[config.mk]
export PLATFORM = sky130hd
export DESIGN_NAME = mosaic_top
export DESIGN_NICKNAME = d
export VERILOG_FILES = /design/src/design/mosaic_pkg.sv /design/src/design/chan_fifo.sv /design/src/design/key_toggle.sv /design/src/design/mosaic_top.sv /design/src/design/quadrant_router.sv /design/src/design/raster_timing.sv
export VERILOG_INCLUDE_DIRS = /design/src /design/src/design
export SDC_FILE = /design/constraint.sdc
export NUM_CORES = 2
export LEC_CHECK = 0
export BUFFER_PORTS_ARGS = -buffer_cell sky130_fd_sc_hd__clkbuf_2
export CAP_MARGIN = 25
export CORE_MARGIN = 5
export CORE_UTILIZATION = 45
export DETAILED_ROUTE_END_ITERATION = 10
export MAX_ROUTING_LAYER = met4
export SLEW_MARGIN = 20
export SYNTH_ARGS = -nofsm -noshare
export SYNTH_HDL_FRONTEND = slang
export SYNTH_SLANG_ARGS = --single-unit
[constraint.sdc]
create_clock -name clk_fifo -period 5.5 [get_ports clk_fifo]
set_clock_uncertainty 0.2 [all_clocks]
set_input_delay 0.55 -clock clk_fifo [delete_from_list [all_inputs] [get_ports clk_fifo]]
set_output_delay 0.55 -clock clk_fifo [all_outputs]
set_load 0.01 [all_outputs]
[src/design/mosaic_defines.svh]
`ifndef MOSAIC_DEFINES_SVH
`define MOSAIC_DEFINES_SVH

//////////////////////////////////////////////////
// raster timing, shrunk frame
//////////////////////////////////////////////////
`define MOSAIC_H_ACTIVE     16   // active pixels per line
`define MOSAIC_H_FP         2    // front porch
`define MOSAIC_H_SYNC       3    // hsync width
`define MOSAIC_H_BP         3    // back porch, line totals 24

`define MOSAIC_V_ACTIVE     12   // active lines per frame
`define MOSAIC_V_FP         1    // in lines
`define MOSAIC_V_SYNC       2    // vsync width in lines
`define MOSAIC_V_BP         2    // frame totals 17 lines

//////////////////////////////////////////////////
// quadrant split
//////////////////////////////////////////////////
`define MOSAIC_DIV_H        8    // half of active width
`define MOSAIC_DIV_V        6    // half of active height

//////////////////////////////////////////////////
// buffers and key
//////////////////////////////////////////////////
`define MOSAIC_CHAN_DEPTH   16   // words per channel buffer
`define MOSAIC_KEY_DEBOUNCE 16   // stable cycles before key state is taken

`endif

[src/design/mosaic_pkg.sv]
`default_nettype none

package mosaic_pkg;

    // channel number equals quadrant
    typedef enum logic [1:0] {
        quad_a = 2'd0, // top left
        quad_b = 2'd1, // top right
        quad_c = 2'd2, // bottom left
        quad_d = 2'd3  // bottom right
    } quadrant_e;

    typedef enum logic [1:0] {
        key_idle         = 2'd0, // waiting for a press
        key_press_wait   = 2'd1, // press debounce
        key_held         = 2'd2, // press accepted, key still down
        key_release_wait = 2'd3  // release debounce
    } key_state_e;

    typedef struct packed {
        logic [7:0] red;   // bits 31:24 of channel word
        logic [7:0] green;
        logic [7:0] blue;  // bits 15:8
    } pixel_t;

    typedef struct packed {
        logic hsync; // active high
        logic vsync; // active high
        logic de;    // pixel valid
    } sync_t;

    typedef struct packed {
        logic        en;   // write strobe
        quadrant_e   chan; // target buffer
        logic [31:0] data;
    } chan_wr_t;

endpackage

`default_nettype wire

[src/design/chan_fifo.sv]
`default_nettype none
`include "mosaic_defines.svh"

module chan_fifo #(
    parameter int DEPTH = `MOSAIC_CHAN_DEPTH // power of two
) (
    input  wire         clk_fifo,
    input  wire         locked_calib_rst_n,
    input  wire         flush,    // sync clear, read disabled
    input  wire         wr_en,
    input  wire  [31:0] wr_data,
    input  wire         rd_en,    // pop
    output logic [31:0] rd_data,  // show-ahead head word
    output logic        full
);

    localparam int AW = $clog2(DEPTH);

    logic [31:0]   mem [DEPTH];
    logic [AW-1:0] wr_ptr;
    logic [AW-1:0] rd_ptr;
    logic [AW:0]   count;  // occupancy, 0..DEPTH
    logic          empty;
    logic          wr_ok;  // write accepted
    logic          rd_ok;  // pop accepted

    assign empty = (count == '0);
    assign full  = (count == (AW+1)'(DEPTH));
    assign wr_ok = wr_en && !full && !flush;  // write into full is dropped
    assign rd_ok = rd_en && !empty && !flush; // pop on empty ignored

    assign rd_data = empty ? 32'h0 : mem[rd_ptr]; // zero when nothing held

    //////////////////////////////////////////////////
    // storage
    //////////////////////////////////////////////////
    always_ff @(posedge clk_fifo) begin
        if (wr_ok) mem[wr_ptr] <= wr_data;
    end

    //////////////////////////////////////////////////
    // pointers and count
    //////////////////////////////////////////////////
    always_ff @(posedge clk_fifo or negedge locked_calib_rst_n) begin
        if (!locked_calib_rst_n) begin
            wr_ptr <= '0;
            rd_ptr <= '0;
            count  <= '0;
        end else if (flush) begin // empty the buffer
            wr_ptr <= '0;
            rd_ptr <= '0;
            count  <= '0;
        end else begin
            if (wr_ok) wr_ptr <= wr_ptr + 1'b1; // wraps at DEPTH
            if (rd_ok) rd_ptr <= rd_ptr + 1'b1;
            case ({wr_ok, rd_ok})
                2'b10:   count <= count + 1'b1;
                2'b01:   count <= count - 1'b1;
                default: count <= count; // both or neither
            endcase
        end
    end

endmodule

`default_nettype wire

[src/design/key_toggle.sv]
`default_nettype none
`include "mosaic_defines.svh"

module key_toggle (
    input  wire  clk_fifo,
    input  wire  locked_calib_rst_n,
    input  wire  key_in,        // active low
    output logic key_state_out  // toggled level, read enable
);

    localparam int DEB   = `MOSAIC_KEY_DEBOUNCE;
    localparam int CNT_W = $clog2(DEB + 1);
    localparam logic [CNT_W-1:0] CNT_LAST = CNT_W'(DEB - 1);

    mosaic_pkg::key_state_e state;
    logic [CNT_W-1:0]       deb_cnt; // stable cycle count

    //////////////////////////////////////////////////
    // debounce fsm, toggle on accepted press
    //////////////////////////////////////////////////
    always_ff @(posedge clk_fifo or negedge locked_calib_rst_n) begin
        if (!locked_calib_rst_n) begin
            state         <= mosaic_pkg::key_idle;
            deb_cnt       <= '0;
            key_state_out <= 1'b0;
        end else begin
            case (state)
                mosaic_pkg::key_idle: begin
                    deb_cnt <= '0;
                    if (!key_in) state <= mosaic_pkg::key_press_wait; // edge seen
                end
                mosaic_pkg::key_press_wait: begin
                    if (key_in) begin // bounce, start over
                        state <= mosaic_pkg::key_idle;
                    end else if (deb_cnt == CNT_LAST) begin
                        state         <= mosaic_pkg::key_held;
                        key_state_out <= ~key_state_out; // accepted press
                    end else begin
                        deb_cnt <= deb_cnt + 1'b1;
                    end
                end
                mosaic_pkg::key_held: begin
                    deb_cnt <= '0;
                    if (key_in) state <= mosaic_pkg::key_release_wait;
                end
                default: begin // release wait
                    if (!key_in) begin // still bouncing
                        state <= mosaic_pkg::key_held;
                    end else if (deb_cnt == CNT_LAST) begin
                        state <= mosaic_pkg::key_idle; // clean release
                    end else begin
                        deb_cnt <= deb_cnt + 1'b1;
                    end
                end
            endcase
        end
    end

endmodule

`default_nettype wire

[src/design/mosaic_top.sv]
`default_nettype none

module mosaic_top (
    input  wire                       clk_fifo,
    input  wire                       locked_calib_rst_n,
    input  wire                       key_in,        // active low push key
    input  wire mosaic_pkg::chan_wr_t chan_wr,       // memory side write
    output wire                       key_state_out, // read enable level
    output wire [3:0]                 chan_full,
    output wire mosaic_pkg::sync_t    video,
    output wire mosaic_pkg::pixel_t   rgb_out
);

    wire                     rd_mem_enable; // from key toggle
    wire [3:0][31:0]         chan_head;     // show-ahead words
    wire [3:0]               pop;           // one-hot from router
    wire                     pix_req;
    mosaic_pkg::pixel_t      pixel_sel;     // router to raster

    //////////////////////////////////////////////////
    // key
    //////////////////////////////////////////////////
    key_toggle u_key_toggle (
        .clk_fifo           (clk_fifo),
        .locked_calib_rst_n (locked_calib_rst_n),
        .key_in             (key_in),
        .key_state_out      (rd_mem_enable)
    );

    assign key_state_out = rd_mem_enable;

    //////////////////////////////////////////////////
    // channel buffers a..d
    //////////////////////////////////////////////////
    for (genvar i = 0; i < 4; i++) begin : g_chan
        chan_fifo u_chan_fifo (
            .clk_fifo           (clk_fifo),
            .locked_calib_rst_n (locked_calib_rst_n),
            .flush              (~rd_mem_enable), // cleared while reading off
            .wr_en              (chan_wr.en && (chan_wr.chan == mosaic_pkg::quadrant_e'(i))),
            .wr_data            (chan_wr.data),
            .rd_en              (pop[i]),
            .rd_data            (chan_head[i]),
            .full               (chan_full[i])
        );
    end

    //////////////////////////////////////////////////
    // routing and raster
    //////////////////////////////////////////////////
    quadrant_router u_quadrant_router (
        .clk_fifo           (clk_fifo),
        .locked_calib_rst_n (locked_calib_rst_n),
        .rd_mem_enable      (rd_mem_enable),
        .pix_req            (pix_req),
        .chan_head          (chan_head),
        .rd_en              (pop),
        .pixel              (pixel_sel)
    );

    raster_timing u_raster_timing (
        .clk_fifo           (clk_fifo),
        .locked_calib_rst_n (locked_calib_rst_n),
        .rd_mem_enable      (rd_mem_enable),
        .pixel              (pixel_sel),
        .pix_req            (pix_req),
        .video              (video),
        .rgb_out            (rgb_out)
    );

endmodule

`default_nettype wire

[src/design/quadrant_router.sv]
`default_nettype none
`include "mosaic_defines.svh"

module quadrant_router (
    input  wire                     clk_fifo,
    input  wire                     locked_calib_rst_n,
    input  wire                     rd_mem_enable,
    input  wire                     pix_req,    // one strobe per active pixel
    input  wire  [3:0][31:0]        chan_head,  // head word of each channel
    output logic [3:0]              rd_en,      // one-hot pop
    output mosaic_pkg::pixel_t      pixel       // selected pixel, same cycle
);

    localparam int HW = $clog2(`MOSAIC_H_ACTIVE);
    localparam int VW = $clog2(`MOSAIC_V_ACTIVE);
    localparam logic [HW-1:0] H_LAST = HW'(`MOSAIC_H_ACTIVE - 1);
    localparam logic [VW-1:0] V_LAST = VW'(`MOSAIC_V_ACTIVE - 1);
    localparam logic [HW-1:0] H_DIV  = HW'(`MOSAIC_DIV_H);
    localparam logic [VW-1:0] V_DIV  = VW'(`MOSAIC_DIV_V);

    logic [HW-1:0]         cnt_h;     // screen column
    logic [VW-1:0]         cnt_v;     // screen row
    logic                  in_right;  // columns B, D
    logic                  in_bottom; // rows C, D
    mosaic_pkg::quadrant_e quad;

    //////////////////////////////////////////////////
    // position counters
    //////////////////////////////////////////////////
    always_ff @(posedge clk_fifo or negedge locked_calib_rst_n) begin
        if (!locked_calib_rst_n) begin
            cnt_h <= '0;
            cnt_v <= '0;
        end else if (!rd_mem_enable) begin // restart with the raster
            cnt_h <= '0;
            cnt_v <= '0;
        end else if (pix_req) begin
            if (cnt_h == H_LAST) begin
                cnt_h <= '0;
                cnt_v <= (cnt_v == V_LAST) ? '0 : cnt_v + 1'b1; // frame wrap
            end else begin
                cnt_h <= cnt_h + 1'b1;
            end
        end
    end

    //////////////////////////////////////////////////
    // quadrant select
    //////////////////////////////////////////////////
    assign in_right  = (cnt_h >= H_DIV);
    assign in_bottom = (cnt_v >= V_DIV);
    assign quad      = mosaic_pkg::quadrant_e'({in_bottom, in_right}); // a b c d = 0..3

    assign rd_en = pix_req ? (4'b0001 << quad) : 4'b0000; // steer strobe
    assign pixel = mosaic_pkg::pixel_t'(chan_head[quad][31:8]); // upper 24 bits

endmodule

`default_nettype wire

[src/design/raster_timing.sv]
`default_nettype none
`include "mosaic_defines.svh"

module raster_timing (
    input  wire                     clk_fifo,
    input  wire                     locked_calib_rst_n,
    input  wire                     rd_mem_enable,
    input  wire mosaic_pkg::pixel_t pixel,    // from router
    output logic                    pix_req,  // fetch strobe
    output mosaic_pkg::sync_t       video,    // registered syncs and de
    output mosaic_pkg::pixel_t      rgb_out   // registered pixel
);

    // line layout: active, front porch, sync, back porch
    localparam int H_TOTAL = `MOSAIC_H_ACTIVE + `MOSAIC_H_FP + `MOSAIC_H_SYNC + `MOSAIC_H_BP;
    localparam int V_TOTAL = `MOSAIC_V_ACTIVE + `MOSAIC_V_FP + `MOSAIC_V_SYNC + `MOSAIC_V_BP;
    localparam int HW = $clog2(H_TOTAL);
    localparam int VW = $clog2(V_TOTAL);

    localparam logic [HW-1:0] H_LAST   = HW'(H_TOTAL - 1);
    localparam logic [VW-1:0] V_LAST   = VW'(V_TOTAL - 1);
    localparam logic [HW-1:0] H_ACT    = HW'(`MOSAIC_H_ACTIVE);
    localparam logic [VW-1:0] V_ACT    = VW'(`MOSAIC_V_ACTIVE);
    localparam logic [HW-1:0] HS_BEG   = HW'(`MOSAIC_H_ACTIVE + `MOSAIC_H_FP);
    localparam logic [HW-1:0] HS_END   = HW'(`MOSAIC_H_ACTIVE + `MOSAIC_H_FP + `MOSAIC_H_SYNC);
    localparam logic [VW-1:0] VS_BEG   = VW'(`MOSAIC_V_ACTIVE + `MOSAIC_V_FP);
    localparam logic [VW-1:0] VS_END   = VW'(`MOSAIC_V_ACTIVE + `MOSAIC_V_FP + `MOSAIC_V_SYNC);

    logic [HW-1:0] h_cnt;     // column incl. blanking
    logic [VW-1:0] v_cnt;     // line incl. blanking
    logic          h_active;
    logic          v_active;
    logic          hsync_c;   // unregistered syncs
    logic          vsync_c;

    //////////////////////////////////////////////////
    // line and frame counters
    //////////////////////////////////////////////////
    always_ff @(posedge clk_fifo or negedge locked_calib_rst_n) begin
        if (!locked_calib_rst_n) begin
            h_cnt <= '0;
            v_cnt <= '0;
        end else if (!rd_mem_enable) begin // hold at first active pixel
            h_cnt <= '0;
            v_cnt <= '0;
        end else if (h_cnt == H_LAST) begin
            h_cnt <= '0;
            v_cnt <= (v_cnt == V_LAST) ? '0 : v_cnt + 1'b1;
        end else begin
            h_cnt <= h_cnt + 1'b1;
        end
    end

    //////////////////////////////////////////////////
    // decode
    //////////////////////////////////////////////////
    assign h_active = (h_cnt < H_ACT);
    assign v_active = (v_cnt < V_ACT);
    assign hsync_c  = (h_cnt >= HS_BEG) && (h_cnt < HS_END); // 3 cycles
    assign vsync_c  = (v_cnt >= VS_BEG) && (v_cnt < VS_END); // 2 whole lines

    // counters sit at 0,0 while disabled, so gate the request
    assign pix_req = rd_mem_enable && h_active && v_active;

    //////////////////////////////////////////////////
    // output registers, one cycle after pix_req
    //////////////////////////////////////////////////
    always_ff @(posedge clk_fifo or negedge locked_calib_rst_n) begin
        if (!locked_calib_rst_n) begin
            video   <= '0;
            rgb_out <= '0;
        end else if (!rd_mem_enable) begin
            video   <= '0;
            rgb_out <= '0;
        end else begin
            video.hsync <= hsync_c;
            video.vsync <= vsync_c;
            video.de    <= pix_req;
            rgb_out     <= pix_req ? pixel : '0; // black in blanking
        end
    end

endmodule

`default_nettype wire

==> flow_summary.ini <==
[critical_path]
worstSetupPathType = reg -> reg
path_cells = nor3b_4, nand2_1, or3_1, inv_1, ha_1, nor2b_1, o21a_1, o21a_1, a2111o_1, o311ai_1
crit_buf_inv = 1
crit_fanout = 14
cp_top_family = simple AND/OR/NAND/NOR gates
worstPathArrival_ns = 4.26
start_kind = flip-flop
worst_path_max_delay_cell = or3_1
end_kind = flip-flop
crit_required_ns = 6.00
slowest_delay_ns = 0.60
cpMostUsedCell = o21a_1

[place]
gp_congestion = 0.859
placed_cells = 5111
port_buffers = 61
place_hpwl_um = 92600
postPlaceCellArea_um2 = 68000

[logic_synthesis]
async_reset_ff_frac = 0.0640
synth_most_common_cell = edfxtp_1
synth_seq_cells = 1641
syn_inst = 3188
ys_warn_count = 0
syn-num-nets = 3272
ys.flop_type = edfxtp_1
synth_common_cells = edfxtp_1 (1536), mux4_2 (382), nand2_1 (167)
syn_area_um2 = 64900
yosys.cell_types.count = 73
synth_edf_count = 1536
synth_top_area_cell = edfxtp_1
synth_top_area_frac = 0.711
ys_seq_area_frac = 0.751
syn-mean-instance-area_um2 = 20.4
synth_area_leaders = edfxtp_1 (71%), mux4_2 (13%), dfrtp_1 (4.0%)

[floorplanning]
fp.dieH_um = 390
die_area_um2 = 152000
rows = 139
die_w_um = 390
coreArea_um2 = 143000
ios = 70
initial_core_util = 0.452

[clock_tree]
cts_tree = yes
cts_setup_buffers = 0
cts_buffers = 167
clkSinkCount = 1641
clk_latency_ns = 0.80
clk_pin_slew_ns = 0.06
htreeDepth = 4
cts.path.max_buffers = 3
cts-root-buf = clkbuf_16
cts_resized = 0

[timing]
relSlewSlack = 0.317
setup_tns_ns = 0
finalCritPeriodShare = 0.684
slew_viol_final = 0
finalHoldViolations = 0
timing.fmax_ghz = 0.266
period_needed_ns = 3.76
worst_pin_slew_ns = 1.01
setup_viol = 0
rsz0062_at_grt = false

[pwr]
p_leak_nw = 22.8
p_switching_w = 0.00623
combPwrFrac = 0.081
p_int_w = 0.0208
worst_ir_drop_vdd_uv = 246
switching_share = 0.230
powerDensity_nw_per_um2 = 370
finalPower_w = 0.0271
pwr-share-seq = 0.521
clockPowerShare = 0.398

[finish]
final_nets = 3464
fin_cells = 5418
drive_gt1_frac = 0.268
final_area_um2 = 73200
area_delta_synth_final_pct = 12.8
n_fill_cell = 11100

[job]
maxCapViolations = 0

[route]
vias = 32100
drtAntennaViolNets = 0
drc = 0
dr.pass1.iters = 5
drt_iter0_drc = 3257
vias_per_cell = 5.92
wl_per_cell_um = 29.9
drt-total-wl_um = 162000

[global_routing]
grt_pass1_wl_um = 233000
grt_usage = 0.221
grt_pass1_vias = 32500
grt_max_degree = 65
antenna_found_initial = 7
overflow = 0

[hold_path]
worstHoldPathType = in -> reg

[run_status]
status = finished clean
==> cells in the final DEF, fill, tap and decap left out, types with 10 or more instances in the layout <==
cell type,instances
nor2b_1,11
inv_1,37
nor3_1,35
clkbuf_2,60
nor4_1,24
and3_1,15
mux2_2,48
nand2_1,167
nor2_2,34
clkbuf_1,43
and2_1,11
xor2_1,17
xnor2_1,22
buf_4,124
ha_1,42
edfxtp_1,1536
clkinv_2,25
o211ai_1,24
nand2b_1,27
mux4_2,382
clkinv_1,35
nor4_2,10
o21ai_0,54
dfrtp_4,11
mux2i_1,129
nor2_1,99
dfrtp_1,93
clkbuf_16,172
nand3_1,20
a21oi_1,26
nor3_2,18
==> metrics by stage <==
stage          hold slack [ns]  setup WS [ns]   util
2_1_floorplan           0.0544           1.61      -
6_report                 0.134           1.74  0.510
3_5_place_dp             0.286           1.80  0.474
4_1_cts                 0.0607           1.82  0.510
5_1_grt                  0.135           1.65  0.510
3_3_place_gp             0.261           1.88  0.474
==> worst register-to-register path: cells and delay by family, from the launching register on <==
family / cells / cell delay, ns
AND/OR/NAND/NOR: 4 / 1.69
flip-flops: 1 / 0.47
buffers and inverters: 1 / 0.16
AO/OA/AOI/OAI: 4 / 0.86
adder cells (fa/ha/maj): 1 / 0.28
==> logic make-up (layout without fill, tap and decap cells) <==
| group | after synthesis | after routing | share of synthesized area |
|---|---|---|---|
| DFF | 1641 | 1641 | 0.751 |
| muxes | 559 | 559 | 0.161 |
| and+or+nand+nor | 510 | 510 | 0.0377 |
| buffers and inverters | 206 | 529 | 0.0150 |
| AOI/OAI and AO/OA | 187 | 187 | 0.0205 |
| adders and majority gates | 46 | 46 | 0.00933 |
| xor gates and xnor gates | 39 | 39 | 0.00526 |
| other | 0 | 4 | 0 |
==> final timing paths <==
kind	start	end	slack (ns)	cells past startpoint
worst max-delay path	u_raster_timing.h_cnt[4]$_DFF_PN0_	g_chan[0].u_chan_fifo.count[4]$_DFFE_PN0P_	1.74	10
worst min-delay path	chan_wr[34]	g_chan[3].u_chan_fifo.count[4]$_DFFE_PN0P_	0.13	5
worst max register to register	u_raster_timing.h_cnt[4]$_DFF_PN0_	g_chan[0].u_chan_fifo.count[4]$_DFFE_PN0P_	1.74	10
worst min register to register	u_raster_timing.h_cnt[0]$_DFF_PN0_	u_raster_timing.h_cnt[0]$_DFF_PN0_	0.29	1
max in group asynchronous	locked_calib_rst_n	g_chan[0].u_chan_fifo.rd_ptr[0]$_DFFE_PN0P_	3.78	3
min in group asynchronous	locked_calib_rst_n	g_chan[2].u_chan_fifo.count[1]$_DFFE_PN0P_	0.18	2
==> area by class of cell <==
class                   instances  area, um^2  share of cell area
well taps                    1903        2380              0.0325
multi-input cells            1341       15400               0.210
diodes                          4        10.0            0.000137
repair buffers                189        1310              0.0179
inverters                      40         150             0.00205
clock inverters                80         636             0.00869
flip-flops and latches       1641       48800               0.667
clock buffers                 220        4530              0.0620
==> power groups by stage <==
stage	Combinational [W]	Sequential [W]	Clock [W]
final	0.00219	0.0141	0.0108
after global routing	0.00233	0.0141	0.0115
after CTS	0.00221	0.0141	0.0110
after detailed placement	0.00220	0.0144	0
after global placement	0.00214	0.0143	0
after floorplan	0.00143	0.0141	0
==> per-layer routing <==
| layer | up-vias | global-route usage | part of all wire |
|---|---|---|---|
| li1 | 13400 | - | - |
| met4 | 0 | 0.0753 | 0.034 |
| met2 | 1196 | 0.322 | 0.46 |
| met3 | 240 | 0.0319 | 0.067 |
| met5 | - | - | 0 |
| met1 | 17200 | 0.323 | 0.44 |
==> registers in the layout, summed over array words and instances (netlist names), named ones only <==
| name | count |
|---|---|
| u_raster_timing.v_cnt | 5 |
| g_chan.u_chan_fifo.count | 20 |
| u_key_toggle.key_state_out | 1 |
| u_raster_timing.h_cnt | 5 |
| g_chan.u_chan_fifo.mem | 1536 |
| u_raster_timing.rgb_out | 24 |
| u_raster_timing.video | 3 |
| u_quadrant_router.cnt_v | 4 |
| g_chan.u_chan_fifo.rd_ptr | 16 |
| u_key_toggle.deb_cnt | 5 |
| u_key_toggle.state | 1 |
| g_chan.u_chan_fifo.wr_ptr | 16 |
| u_quadrant_router.cnt_h | 4 |
==> timing repair <==
action | CTS | global route
hold endpoints to repair | 55 | 0
setup endpoints to repair | 0 | 0
hold buffers | 2 | 0
(Power assumes the default switching activity.)
